$ cat config.mk
export PLATFORM = sky130hd
export DESIGN_NAME = round_robin_arbiter
export DESIGN_NICKNAME = d
export VERILOG_FILES = /design/src/issue_pkg.sv /design/src/round_robin_arbiter.sv
export SDC_FILE = /design/constraint.sdc
export NUM_CORES = 1
export LEC_CHECK = 0
export BUFFER_PORTS_ARGS = -buffer_cell sky130_fd_sc_hd__buf_2
export CAP_MARGIN = 5
export CORE_UTILIZATION = 35
export DETAILED_ROUTE_END_ITERATION = 8
export PLACE_DENSITY_LB_ADDON = 0.15
export SLEW_MARGIN = 20
export SYNTH_ARGS = -nofsm -noshare
export SYNTH_HDL_FRONTEND = slang
export SYNTH_SLANG_ARGS = --single-unit
$ cat constraint.sdc
create_clock -name clk -period 5 [get_ports clk]
set_input_delay 0.75 -clock clk [delete_from_list [all_inputs] [get_ports clk]]
set_output_delay 0.75 -clock clk [all_outputs]
set_load 0.03 [all_outputs]
$ cat src/issue_pkg.sv
// ~~~~~~~~~~~~~~~~~~~~~~~~~~~~~~~~~~~~~~~~~~~~~~~~~
// Issue stage package with thread geometry, register map,
// FP pipeline latencies and the shared issue types
// ~~~~~~~~~~~~~~~~~~~~~~~~~~~~~~~~~~~~~~~~~~~~~~~~~
package issue_pkg;

	// Number of hardware threads sharing the issue port
	localparam int THREAD_NUMB = 4;

	// The top address bit selects the vector file and the low bits the register index
	localparam int REG_ADDR_W = 6;

	// One busy bit per architectural register, scalar and vector together
	localparam int SCOREBOARD_LENGTH = 64;

	// Cycles from issue to FP result for each single precision operation
	localparam int FP_ADD_LAT  = 5;
	localparam int FP_MUL_LAT  = 4;
	localparam int FP_DIV_LAT  = 17;
	localparam int FP_CMP_LAT  = 1;
	localparam int FP_ITOF_LAT = 3;
	localparam int FP_FTOI_LAT = 3;

	// The pending queue must reach the slowest FP operation
	localparam int FP_QUEUE_LEN = 17;

	// Extra cycles a thread waits after its sync instruction leaves the stage
	localparam int SYNC_HOLD_CYCLES = 3;

	typedef logic [$clog2(THREAD_NUMB)-1:0] thread_id_t;
	typedef logic [THREAD_NUMB-1:0]         thread_mask_t;
	typedef logic [REG_ADDR_W-1:0]          reg_addr_t;
	typedef logic [SCOREBOARD_LENGTH-1:0]   scoreboard_t;

	// Subtraction goes down the adder and shares its encoding
	typedef enum logic [2:0] {
		FP_NONE = 3'd0,
		FP_ADD  = 3'd1,
		FP_MUL  = 3'd2,
		FP_DIV  = 3'd3,
		FP_CMP  = 3'd4,
		FP_ITOF = 3'd5,
		FP_FTOI = 3'd6
	} fp_op_t;

	// Result latency of an FP operation, zero when the instruction is not FP
	function automatic int unsigned fp_latency(fp_op_t op);
		int unsigned lat;
		case (op)
			FP_ADD:  lat = FP_ADD_LAT;
			FP_MUL:  lat = FP_MUL_LAT;
			FP_DIV:  lat = FP_DIV_LAT;
			FP_CMP:  lat = FP_CMP_LAT;
			FP_ITOF: lat = FP_ITOF_LAT;
			FP_FTOI: lat = FP_FTOI_LAT;
			default: lat = 0;
		endcase
		return lat;
	endfunction

	// Turns a register address into its single scoreboard bit
	function automatic scoreboard_t reg_onehot(reg_addr_t addr);
		scoreboard_t mask;
		mask = '0;
		mask[addr] = 1'b1;
		return mask;
	endfunction

endpackage

$ cat src/round_robin_arbiter.sv
// ~~~~~~~~~~~~~~~~~~~~~~~~~~~~~~~~~~~~~~~~~~~~~~~~~
// Round-robin arbiter giving a one-hot grant and its index
// ~~~~~~~~~~~~~~~~~~~~~~~~~~~~~~~~~~~~~~~~~~~~~~~~~
module round_robin_arbiter
	import issue_pkg::*;
(
	input  logic         clk,
	input  logic         reset,
	input  thread_mask_t requests,
	output thread_mask_t grant,
	output thread_id_t   grant_id
);

	// Thread that has highest priority in the current cycle
	thread_id_t priority_ptr;

	// Scan the requests starting at the priority pointer and take the first one
	always_comb begin
		thread_id_t idx;
		logic       found;
		grant    = '0;
		grant_id = '0;
		found    = 1'b0;
		for (int i = 0; i < THREAD_NUMB; i++) begin
			idx = thread_id_t'((int'(priority_ptr) + i) % THREAD_NUMB);
			if (!found && requests[idx]) begin
				found       = 1'b1;
				grant[idx]  = 1'b1;
				grant_id    = idx;
			end
		end
	end

	// Priority moves past the winner and stays put on idle cycles
	always_ff @(posedge clk, posedge reset) begin
		if (reset) begin
			priority_ptr <= '0;
		end else if (|grant) begin
			if (grant_id == thread_id_t'(THREAD_NUMB - 1)) begin
				priority_ptr <= '0;
			end else begin
				priority_ptr <= grant_id + 1'b1;
			end
		end
	end

	a_grant_onehot_subset: assert property (
		@(posedge clk) disable iff (reset)
		$onehot0(grant) && ((grant & ~requests) == '0)
	);

endmodule

==> out/results.md <==
* Total Die Area: 2173 um2
* max-cap check violation count: 0
* Sinks on Clock Net: 2
* fraction of layout cells with a size suffix above 1: 21.65%
* combined buffer and inverter count along the critical path: 3
* endpoint type of the worst setup path: output port
* Hold Vio Cnt, Final: 0
* antenna violations before repair: 0
* Die W: 46.62 um
* Max clock buf depth: 2
* top achievable clock speed: 0.2716 GHz
* number of library cell types mapped by synthesis: 36
* clock buffer count from CTS: 3
* worst reg2reg path depth: 8
* total of endpoints with negative setup slack in the final report: 0
* slew margin rel.: 58.44%
* worst setup path category: flip-flop to output port
* outcome: complete, no violations
* combined area of all synthesized cells: 696.9 um2
* RSZ-0062 raised after global routing: no
* total negative slack: 0 ps
* pin count of the biggest net entering global routing: 16
* minimum setup slack after placement: 1547 ps
* metal2 WL: 731 um
* post-route minimum period: 3682 ps
* count of final max-slew check failures: 0
* cells traversed along the worst timing path: inv_1, ha_1, nor3b_1, a22oi_1, o21ai_1, o211ai_1, inv_1, buf_2
* post-route non-filler standard cell count: 122
* clk_lat worst skew: 220 ps
* part of the cycle the worst path needs: 73.65%
* most used cells in the layout excluding fill and tap cells: 11 x buf_2, 8 x o21ai_0, 7 x inv_1, 7 x nand2_1
* overall global routing resource usage: 17.11%
* quantity of I/O buffers inserted on ports: 11
* clk root buf: clkbuf_4
* total setup buffers inserted after CTS: 0
* reg-to-reg critical path endpoint: priority_ptr[1]$_DFFE_PP0P_
* gr ovfl total: 0
* average via count per standard cell: 5.582
* wire length of the first global-routing pass: 2.732 mm
* standard cell core area: 1802 um2
* wire length on met1: 780 um
* Via Count: 681
* # H-tree levels: 1
* weighted congestion at the end of routability-driven global placement: 0.7621
* DRC: 0
* number of inserted diodes: 0
* cell mode on critical path: inv_1
* CTS tree: yes
* routed wire length on met3: 68 um
* mean instance size in the synthesized netlist: 7.744 um2
* Slew @ Worst Pin: 619.2 ps
* top routing layer used: met3
* average wire per cell in the routed design: 12.96 um
* CP top delay family: compound AO/OA/AOI/OAI gates
* CP startpoint kind: flip-flop
* area growth from synthesis to layout: 8.977%
* longest individual stage delay on the worst path: 630 ps
* HPWL after DPL: 1.167 mm
* CP Data Arrival Time: 2930 ps
* io pins: 12
* cts hold-fix bufs: 0
* total of flip-flops plus latches after synthesis: 2
* initial core utilization: 38.68%
* number of global-route vias before repair: 607
* worst-case register-to-register setup slack: 2100 ps
* sequential element share of the synthesized area: 7.181%
* total of warnings raised by yosys: 0
* drt total wl: 1.581 mm
* Inst Count DP: 119
* number of instances in the synthesized netlist: 90
* most frequent standard cell in the layout excluding fill and tap cells: buf_2
* Synth Net Count: 102
* least setup slack across all paths after layout: 1318 ps
* DRT antenna net count: 0
* clock skew: 2.327 ps
* worst hold margin: 366.4 ps
* count of nets after finishing: 111
* number of gates given a new drive strength after cts: 0
* Rows: 15
* Max Fanout on Critical Path: 15
* endpoint required time on the critical path: 4250 ps
* vertical extent of the die: 46.62 um
* standard cell with the maximum stage delay on the critical path: dfrtp_1
* clock-pin slew on the worst setup and hold paths: 30 ps
* first drt pass iteration count: 4
* Min-Delay Path Class: primary input to async pin
* DRC violation total after the first TritonRoute iteration: 15
* layout filler cell count: 196
[cell usage after synthesis, drive strengths merged]
master   n  area share [%]
or3      1            0.90
nor3b    4             4.3
or4      1             1.1
a21oi    6             4.3
o22a     1             1.3
o2bb2ai  1             1.3
a221o    1             1.4
a2bb2oi  1             2.2
nor2b    2             1.8
nand2    7             3.8
a21o     1             1.1
mux4     3             9.7
nand3b   1             1.1
a221oi   2             3.4
o21ai    9             6.5
buf      6             6.1
and2     1             1.3
a211oi   1             1.1
xnor2    1             1.3
dfrtp    2             7.2
inv      7             3.8
or2b     2             2.2
nor3     2             1.4
a22oi    2             2.2
mux2     1             1.6
mux2i    5             7.2
clkbuf   1            0.54
a22o     2             2.5
nor2     6             3.2
nand4    1            0.90
nand2b   2             1.8
o211ai   1             1.1
ha       6              11
[worst register-to-register path: stages (launching register included)]
cell and delay [ps]:
dfrtp_1 630, inv_1 210, ha_1 520, nor3b_1 310, a22oi_1 140, o21ai_1 360, o21ai_0 210, nand4_1 230
mux2i_1 220
[through the flow]
| stage | cell area, um2 | util (%) |
|---|---|---|
| 2_1_floorplan | 696.9 | - |
| 3_3_place_gp | 737.0 | 40.90 |
| 3_5_place_dp | 737.0 | 40.90 |
| 4_1_cts | 759.5 | 42.15 |
| 5_1_grt | 759.5 | 42.15 |
| 6_report | 759.5 | 42.15 |
[layer usage]
| layer | up-vias | global-route usage, % |
|---|---|---|
| met5 | - | 0 |
| met4 | 0 | 1.714 |
| met3 | 0 | 2.353 |
| met2 | 21 | 28.33 |
| met1 | 315 | 24.18 |
| li1 | 345 | - |
[how the worst max path moves through the flow]
stage,start,endpoint,slack [ps],depth (start not counted)
final,flip-flop,grant_id[0],1320,8
after global placement,flip-flop,grant_id[0],1640,8
after global routing,flip-flop,grant_id[0],1000,8
after detailed placement,flip-flop,grant_id[0],1550,8
after CTS,flip-flop,grant_id[0],1290,8
after floorplan,flip-flop,grant[3],1710,9
[cell families (layout without fill, tap and decap cells)]
family / after synthesis / in the layout / share of synthesized area (%)
buf+inv: 14 / 21 / 10.41
flops: 2 / 2 / 7.182
mux: 9 / 9 / 18.49
compound gates: 28 / 28 / 28.19
simple gates: 30 / 30 / 23.70
fa+ha+maj: 6 / 6 / 10.77
xor+xnor: 1 / 1 / 1.257
[cell type report]
cell class	count	area (um2)	share of cell area (%)
multi-input combinational	74	574.3	75.62
inverter	7	26.28	3.460
tap	25	31.28	4.119
clock buffer	3	22.52	2.965
timing repair buffer	11	55.05	7.249
sequential	2	50.05	6.590
Power is not shown: default switching activity piles up to over one toggle a cycle in this logic, so the estimate is an artifact.
