### config.mk
export PLATFORM = sky130hd
export DESIGN_NAME = thread_hazard_unit
export DESIGN_NICKNAME = d
export VERILOG_FILES = /design/src/issue_pkg.sv /design/src/thread_hazard_unit.sv
export SDC_FILE = /design/constraint.sdc
export NUM_CORES = 1
export LEC_CHECK = 0
export BUFFER_PORTS_ARGS = -buffer_cell sky130_fd_sc_hd__clkbuf_2
export CAP_MARGIN = 10
export CORE_MARGIN = 2
export CORE_UTILIZATION = 35
export CTS_BUF_LIST = sky130_fd_sc_hd__clkbuf_16
export DETAILED_ROUTE_END_ITERATION = 10
export SYNTH_ARGS = -nofsm -noshare
export SYNTH_HDL_FRONTEND = slang
export SYNTH_SLANG_ARGS = --single-unit
### constraint.sdc
create_clock -name clk -period 6.65 [get_ports clk]
set_clock_uncertainty 0.2 [all_clocks]
set_input_delay 1.33 -clock clk [delete_from_list [all_inputs] [get_ports clk]]
set_output_delay 1.33 -clock clk [all_outputs]
set_load 0.01 [all_outputs]
### src/issue_pkg.sv
// ~~~~~~~~~~~~~~~~~~~~~~~~~~~~~~~~~~~~~~~~~~~~~~~~~
// Issue stage package with thread geometry, register map,
// FP pipeline latencies and the shared issue types
// ~~~~~~~~~~~~~~~~~~~~~~~~~~~~~~~~~~~~~~~~~~~~~~~~~
package issue_pkg;

	// Number of hardware threads sharing the issue port
	localparam int THREAD_NUMB = 4;

	// The top address bit selects the vector file and the low bits the register index
	localparam int REG_ADDR_W = 6;

	// One busy bit per architectural register, scalar and vector together
	localparam int SCOREBOARD_LENGTH = 64;

	// Cycles from issue to FP result for each single precision operation
	localparam int FP_ADD_LAT  = 5;
	localparam int FP_MUL_LAT  = 4;
	localparam int FP_DIV_LAT  = 17;
	localparam int FP_CMP_LAT  = 1;
	localparam int FP_ITOF_LAT = 3;
	localparam int FP_FTOI_LAT = 3;

	// The pending queue must reach the slowest FP operation
	localparam int FP_QUEUE_LEN = 17;

	// Extra cycles a thread waits after its sync instruction leaves the stage
	localparam int SYNC_HOLD_CYCLES = 3;

	typedef logic [$clog2(THREAD_NUMB)-1:0] thread_id_t;
	typedef logic [THREAD_NUMB-1:0]         thread_mask_t;
	typedef logic [REG_ADDR_W-1:0]          reg_addr_t;
	typedef logic [SCOREBOARD_LENGTH-1:0]   scoreboard_t;

	// Subtraction goes down the adder and shares its encoding
	typedef enum logic [2:0] {
		FP_NONE = 3'd0,
		FP_ADD  = 3'd1,
		FP_MUL  = 3'd2,
		FP_DIV  = 3'd3,
		FP_CMP  = 3'd4,
		FP_ITOF = 3'd5,
		FP_FTOI = 3'd6
	} fp_op_t;

	// Result latency of an FP operation, zero when the instruction is not FP
	function automatic int unsigned fp_latency(fp_op_t op);
		int unsigned lat;
		case (op)
			FP_ADD:  lat = FP_ADD_LAT;
			FP_MUL:  lat = FP_MUL_LAT;
			FP_DIV:  lat = FP_DIV_LAT;
			FP_CMP:  lat = FP_CMP_LAT;
			FP_ITOF: lat = FP_ITOF_LAT;
			FP_FTOI: lat = FP_FTOI_LAT;
			default: lat = 0;
		endcase
		return lat;
	endfunction

	// Turns a register address into its single scoreboard bit
	function automatic scoreboard_t reg_onehot(reg_addr_t addr);
		scoreboard_t mask;
		mask = '0;
		mask[addr] = 1'b1;
		return mask;
	endfunction

endpackage

### src/thread_hazard_unit.sv
// ~~~~~~~~~~~~~~~~~~~~~~~~~~~~~~~~~~~~~~~~~~~~~~~~~
// Per-thread hazard unit with the register scoreboard,
// RAW and WAW checks, sync hold and issue eligibility
// ~~~~~~~~~~~~~~~~~~~~~~~~~~~~~~~~~~~~~~~~~~~~~~~~~
module thread_hazard_unit
	import issue_pkg::*;
(
	input  logic        clk,
	input  logic        reset,
	// Decoded instruction from the instruction buffer
	input  logic        ib_valid,
	input  logic        has_src0,
	input  reg_addr_t   src0,
	input  logic        has_src1,
	input  reg_addr_t   src1,
	input  logic        has_dst,
	input  reg_addr_t   dst,
	input  logic        is_fp,
	// FP result slot is free for this thread's operation
	input  logic        fp_ok,
	// This thread's sync instruction sits in the output register
	input  logic        is_sync_issued,
	input  logic        granted,
	// Writeback release already decoded for this thread
	input  logic        wb_release,
	input  reg_addr_t   wb_register,
	input  logic        rb_valid,
	input  scoreboard_t rb_destination_mask,
	input  logic        wb_fifo_full,
	output logic        can_issue,
	output scoreboard_t destination_mask
);

	scoreboard_t scoreboard;
	scoreboard_t scoreboard_next;
	scoreboard_t source_mask;
	scoreboard_t release_mask;
	scoreboard_t rollback_mask;
	scoreboard_t set_mask;
	logic        hazard_raw;
	logic        hazard_waw;
	logic        fp_blocked;
	logic        sync_blocked;
	logic [1:0]  sync_count;

	// Each used operand becomes one bit in a scoreboard sized mask
	always_comb begin
		source_mask = '0;
		if (has_src0) begin
			source_mask = source_mask | reg_onehot(src0);
		end
		if (has_src1) begin
			source_mask = source_mask | reg_onehot(src1);
		end
	end

	assign destination_mask = has_dst ? reg_onehot(dst) : '0;

	// A source still waiting for a result is a RAW hazard
	assign hazard_raw = |(source_mask & scoreboard);
	// A destination with a write in flight is a WAW hazard
	assign hazard_waw = |(destination_mask & scoreboard);

	// Only FP instructions care about the shared result slot
	assign fp_blocked = is_fp && !fp_ok;

	// The sync blocks the thread while it is at the output and until the counter drains
	assign sync_blocked = is_sync_issued || (sync_count != 2'd0);

	assign can_issue = ib_valid && !hazard_raw && !hazard_waw && !wb_fifo_full
		&& !rb_valid && !fp_blocked && !sync_blocked;

	// Writeback frees one register and rollback frees a whole group
	assign release_mask  = wb_release ? reg_onehot(wb_register) : '0;
	assign rollback_mask = rb_valid ? rb_destination_mask : '0;
	assign set_mask      = granted ? destination_mask : '0;

	// Clears are applied first so a new reservation of the same register survives
	assign scoreboard_next = (scoreboard & ~(release_mask | rollback_mask)) | set_mask;

	always_ff @(posedge clk, posedge reset) begin
		if (reset) begin
			scoreboard <= '0;
		end else begin
			scoreboard <= scoreboard_next;
		end
	end

	// Counter loads when the sync reaches the output and counts down to zero
	always_ff @(posedge clk, posedge reset) begin
		if (reset) begin
			sync_count <= 2'd0;
		end else if (is_sync_issued) begin
			sync_count <= 2'(SYNC_HOLD_CYCLES);
		end else if (sync_count != 2'd0) begin
			sync_count <= sync_count - 2'd1;
		end
	end

	// The arbiter must only pick a thread that this unit reports as eligible
	a_grant_needs_eligibility: assert property (
		@(posedge clk) disable iff (reset)
		granted |-> can_issue
	);

endmodule

==> results.cfg <==
[worst_setup_path]
worstSetupEndpointType = output pin
crit_top_cell = clkbuf_2
critical_path.max_fanout = 20
worst_path_max_delay_cell = a2111o_1
critical_path_required_ns = 5.12
worst-endpoint-arrival_ns = 3.65
worst-setup-path-type = in2out
cp_cell_sequence = clkbuf_2 -> nand4b_2 -> nor3_1 -> a2111o_1 -> or4_1 -> nor4_1 -> and4_1 -> clkbuf_2
cp_slowest_stage_delay_ns = 0.43
worstSetupStartpointType = input pin

[logic_synthesis]
syn_area_per_cell_um2 = 7.500
post_synth_instance_area_um2 = 5505
ys_async_sr_fraction_pct = 100.0
synth_top_flop_cell = dfrtp_1
ys_seq_elements = 66
edff_count_synth = 0
netlist_instances = 734
synth.yosys.warnings = 0
yosysSeqAreaShare_pct = 30.00
synth_cell_types = 56
synth.net_count = 836

[route]
wirelength_um = 25440
detailed_route_wire_length_per_cell_um = 24.11
final_antenna_net_count = 0
route.detailed.vias_per_inst = 6.427
remaining_drc_errors = 0
route.vias.total = 6780
initialDrtViolationCount = 1068
detail_route.first_pass.iterations = 6

[sta]
final.period_utilization_pct = 77.93
shortest_period_the_worst_path_allows_ns = 5.182
setup-tns-final_ns = 0
final_report_hold_violation_count = 0
holdWs_ns = 0.3444
setup_repair_after_global_routing_missed_its_margin = no
report.final.slew_viol_count = 0
final_critical_path_setup_slack_ns = 1.468
worst_slew_pin_slew_ns = 1.002
max-slew-margin-rel_pct = 33.07
timing.final.setup_violations = 0
max_clock_freq_mhz = 193.0

[power]
power.switching_w = 0.0003219
share_comb_of_total_power_pct = 15.7
clkPwrFrac_pct = 47.9
switching_share_pct = 27.85
power.density_nw_per_um2 = 173.8
cellInternalPower_w = 0.0008338
leak_pwr_nw = 2.733
power_frac_seq_pct = 36.4
vdd_ir_drop_max_uv = 128.6

[placement]
gp_routability_congestion = 1.001
dpl.hpwl_um = 19240
port-buffer-count = 165
place_worst_setup_slack_ns = 1.528
placedCellCount = 1039
post_dp_area_um2 = 6306

[flow_run]
maxCapViolations = 0

[floorplanning]
die_span_x_um = 129.4
fp-row-count = 45
core-area_um2 = 15260
top_level_ports = 166
die-height_um = 129.4
floorplan.initialDensity_pct = 36.08
area_of_the_die_um2 = 16750

[clocking]
postCtsSetupBuffers = 0
clock_tree.htree_level_count = 3
cts_tree = built
cts_buffers = 9
cts.root.buffer_cell = clkbuf_16
clk_pin_slew_worst_paths_ns = 0.06
cts_hold_repair.buffers = 0
post_cts.resized_instances = 0
clkSinkCount = 66
clock_insertion_delay_worst_skew_ns = 0.34
clk_path_buf_depth = 2

[hold_path]
holdCritPathClass = reg2reg

[layout]
nets = 941
syn2layout_area_growth_pct = 20.77
instances_no_fill = 1055
post-route-cell-area_um2 = 6649
antenna_cells_inserted = 0
layout_cell_share_with_drive_strength_beyond_1_pct = 23.70

[grt]
gr-usage-all-layers_pct = 30.07
grt_start_max_net_pins = 67
grt-ovfl-total = 0
grt_antenna_before_repair = 0
grt_first_pass_wirelength_um = 37930
via_count_of_the_first_global_routing_pass = 6111

[outcome]
status = completed
==> final cells by class <==
cell class,instances,area [um^2]
tap,211,264.0
inverter,7,26.28
clock buffer,9,225.2
sequential,66,1652
timing repair buffer,167,840.8
clock inverter,7,117.6
multi-input combinational,588,3523
fill,1610,8610
==> layer usage <==
layer,GRT usage (%),share of wire [%],vias up
met3,5.326,12,45
met1,43.99,42,3232
met5,0,0,-
met4,9.298,2.8,0
li1,-,-,3008
met2,45.23,44,495
==> cells by family (layout without fill, tap and decap cells) <==
| kind of cell | after synthesis | in the layout | synth area share (%) |
|---|---|---|---|
| and+or+nand+nor | 366 | 366 | 35.39 |
| AOI/OAI and AO/OA | 217 | 217 | 27.45 |
| buffers and inverters | 80 | 190 | 6.000 |
| DFF | 66 | 66 | 30.00 |
| muxes | 3 | 3 | 0.7727 |
| adders and majority gates | 1 | 1 | 0.2272 |
| xor gates and xnor gates | 1 | 1 | 0.1591 |
==> worst paths after layout <==
kind	startpoint	end	slack, ns	depth (start not counted)
max in group asynchronous	reset	scoreboard[36]	4.64	3
min in group asynchronous	reset	scoreboard[55]	1.04	3
worst min register to register	sync_count[0]	sync_count[0]	0.34	2
worst max register to register	sync_count[0]	sync_count[1]	5.27	4
worst min-delay path	sync_count[0]	sync_count[0]	0.34	2
worst max-delay path	dst[3]	can_issue	1.47	8
==> critical path: cells and delay by family <==
kind	cells	cell delay (ns)
AO/OA/AOI/OAI	1	0.43
buffers and inverters	2	0.46
AND/OR/NAND/NOR	5	1.42
==> per-stage QoR <==
| stage | utilization (%) | power [W] |
|---|---|---|
| after global placement | 41.33 | 0.0006024 |
| after detailed placement | 41.33 | 0.0006038 |
| after floorplan | - | 0.0005347 |
| after CTS | 43.58 | 0.001154 |
| final | 43.58 | 0.001156 |
| after global routing | 43.58 | 0.001194 |
==> synthesized netlist by cell type, types with 7 or more instances <==
cell type / n / area [um^2]
a32o_1: 19 / 190.2
nand4_1: 21 / 131.4
a22oi_1: 31 / 232.7
nand3b_1: 12 / 90.09
nand3_1: 38 / 190.2
and3_1: 9 / 56.30
nand2_1: 118 / 442.9
o21ai_0: 45 / 225.2
nor2_1: 70 / 262.8
nor4_1: 7 / 43.79
nand4b_1: 8 / 70.07
nor3_1: 12 / 60.06
dfrtp_1: 66 / 1652
nand2b_1: 8 / 50.05
o22ai_1: 64 / 400.4
nor2b_1: 7 / 43.79
o211ai_1: 38 / 285.3
or3b_2: 10 / 87.58
buf_2: 7 / 35.03
clkbuf_1: 60 / 225.2
inv_1: 7 / 26.28
==> power by group through the flow <==
stage	registers [W]	logic, W	clock network [W]
after floorplan	0.000421	0.000113	0
after global placement	0.000427	0.000176	0
after detailed placement	0.000427	0.000177	0
after CTS	0.000420	0.000178	0.000556
after global routing	0.000420	0.000199	0.000575
final	0.000421	0.000182	0.000553
==> placed cells by master (no fill, tap or decap), types with 7 or more instances in the layout <==
cell type and n:
clkbuf_16 9, nor3_1 12, o21ai_0 45, clkbuf_2 165, dfrtp_1 66, nand4b_1 8
nand3_1 38, a32o_1 19, nand2_1 118, nor2b_1 7, nor4_1 7, o211ai_1 38
nand3b_1 12, a22oi_1 31, nor2_1 70, nand4_1 21, o22ai_1 64, and3_1 9
nand2b_1 8, or3b_2 10
==> flip-flops by register name (all words and copies together) (netlist names) <==
signal	flops
scoreboard	64
sync_count	2
No activity file was read; power rests on OpenSTA's default activity.
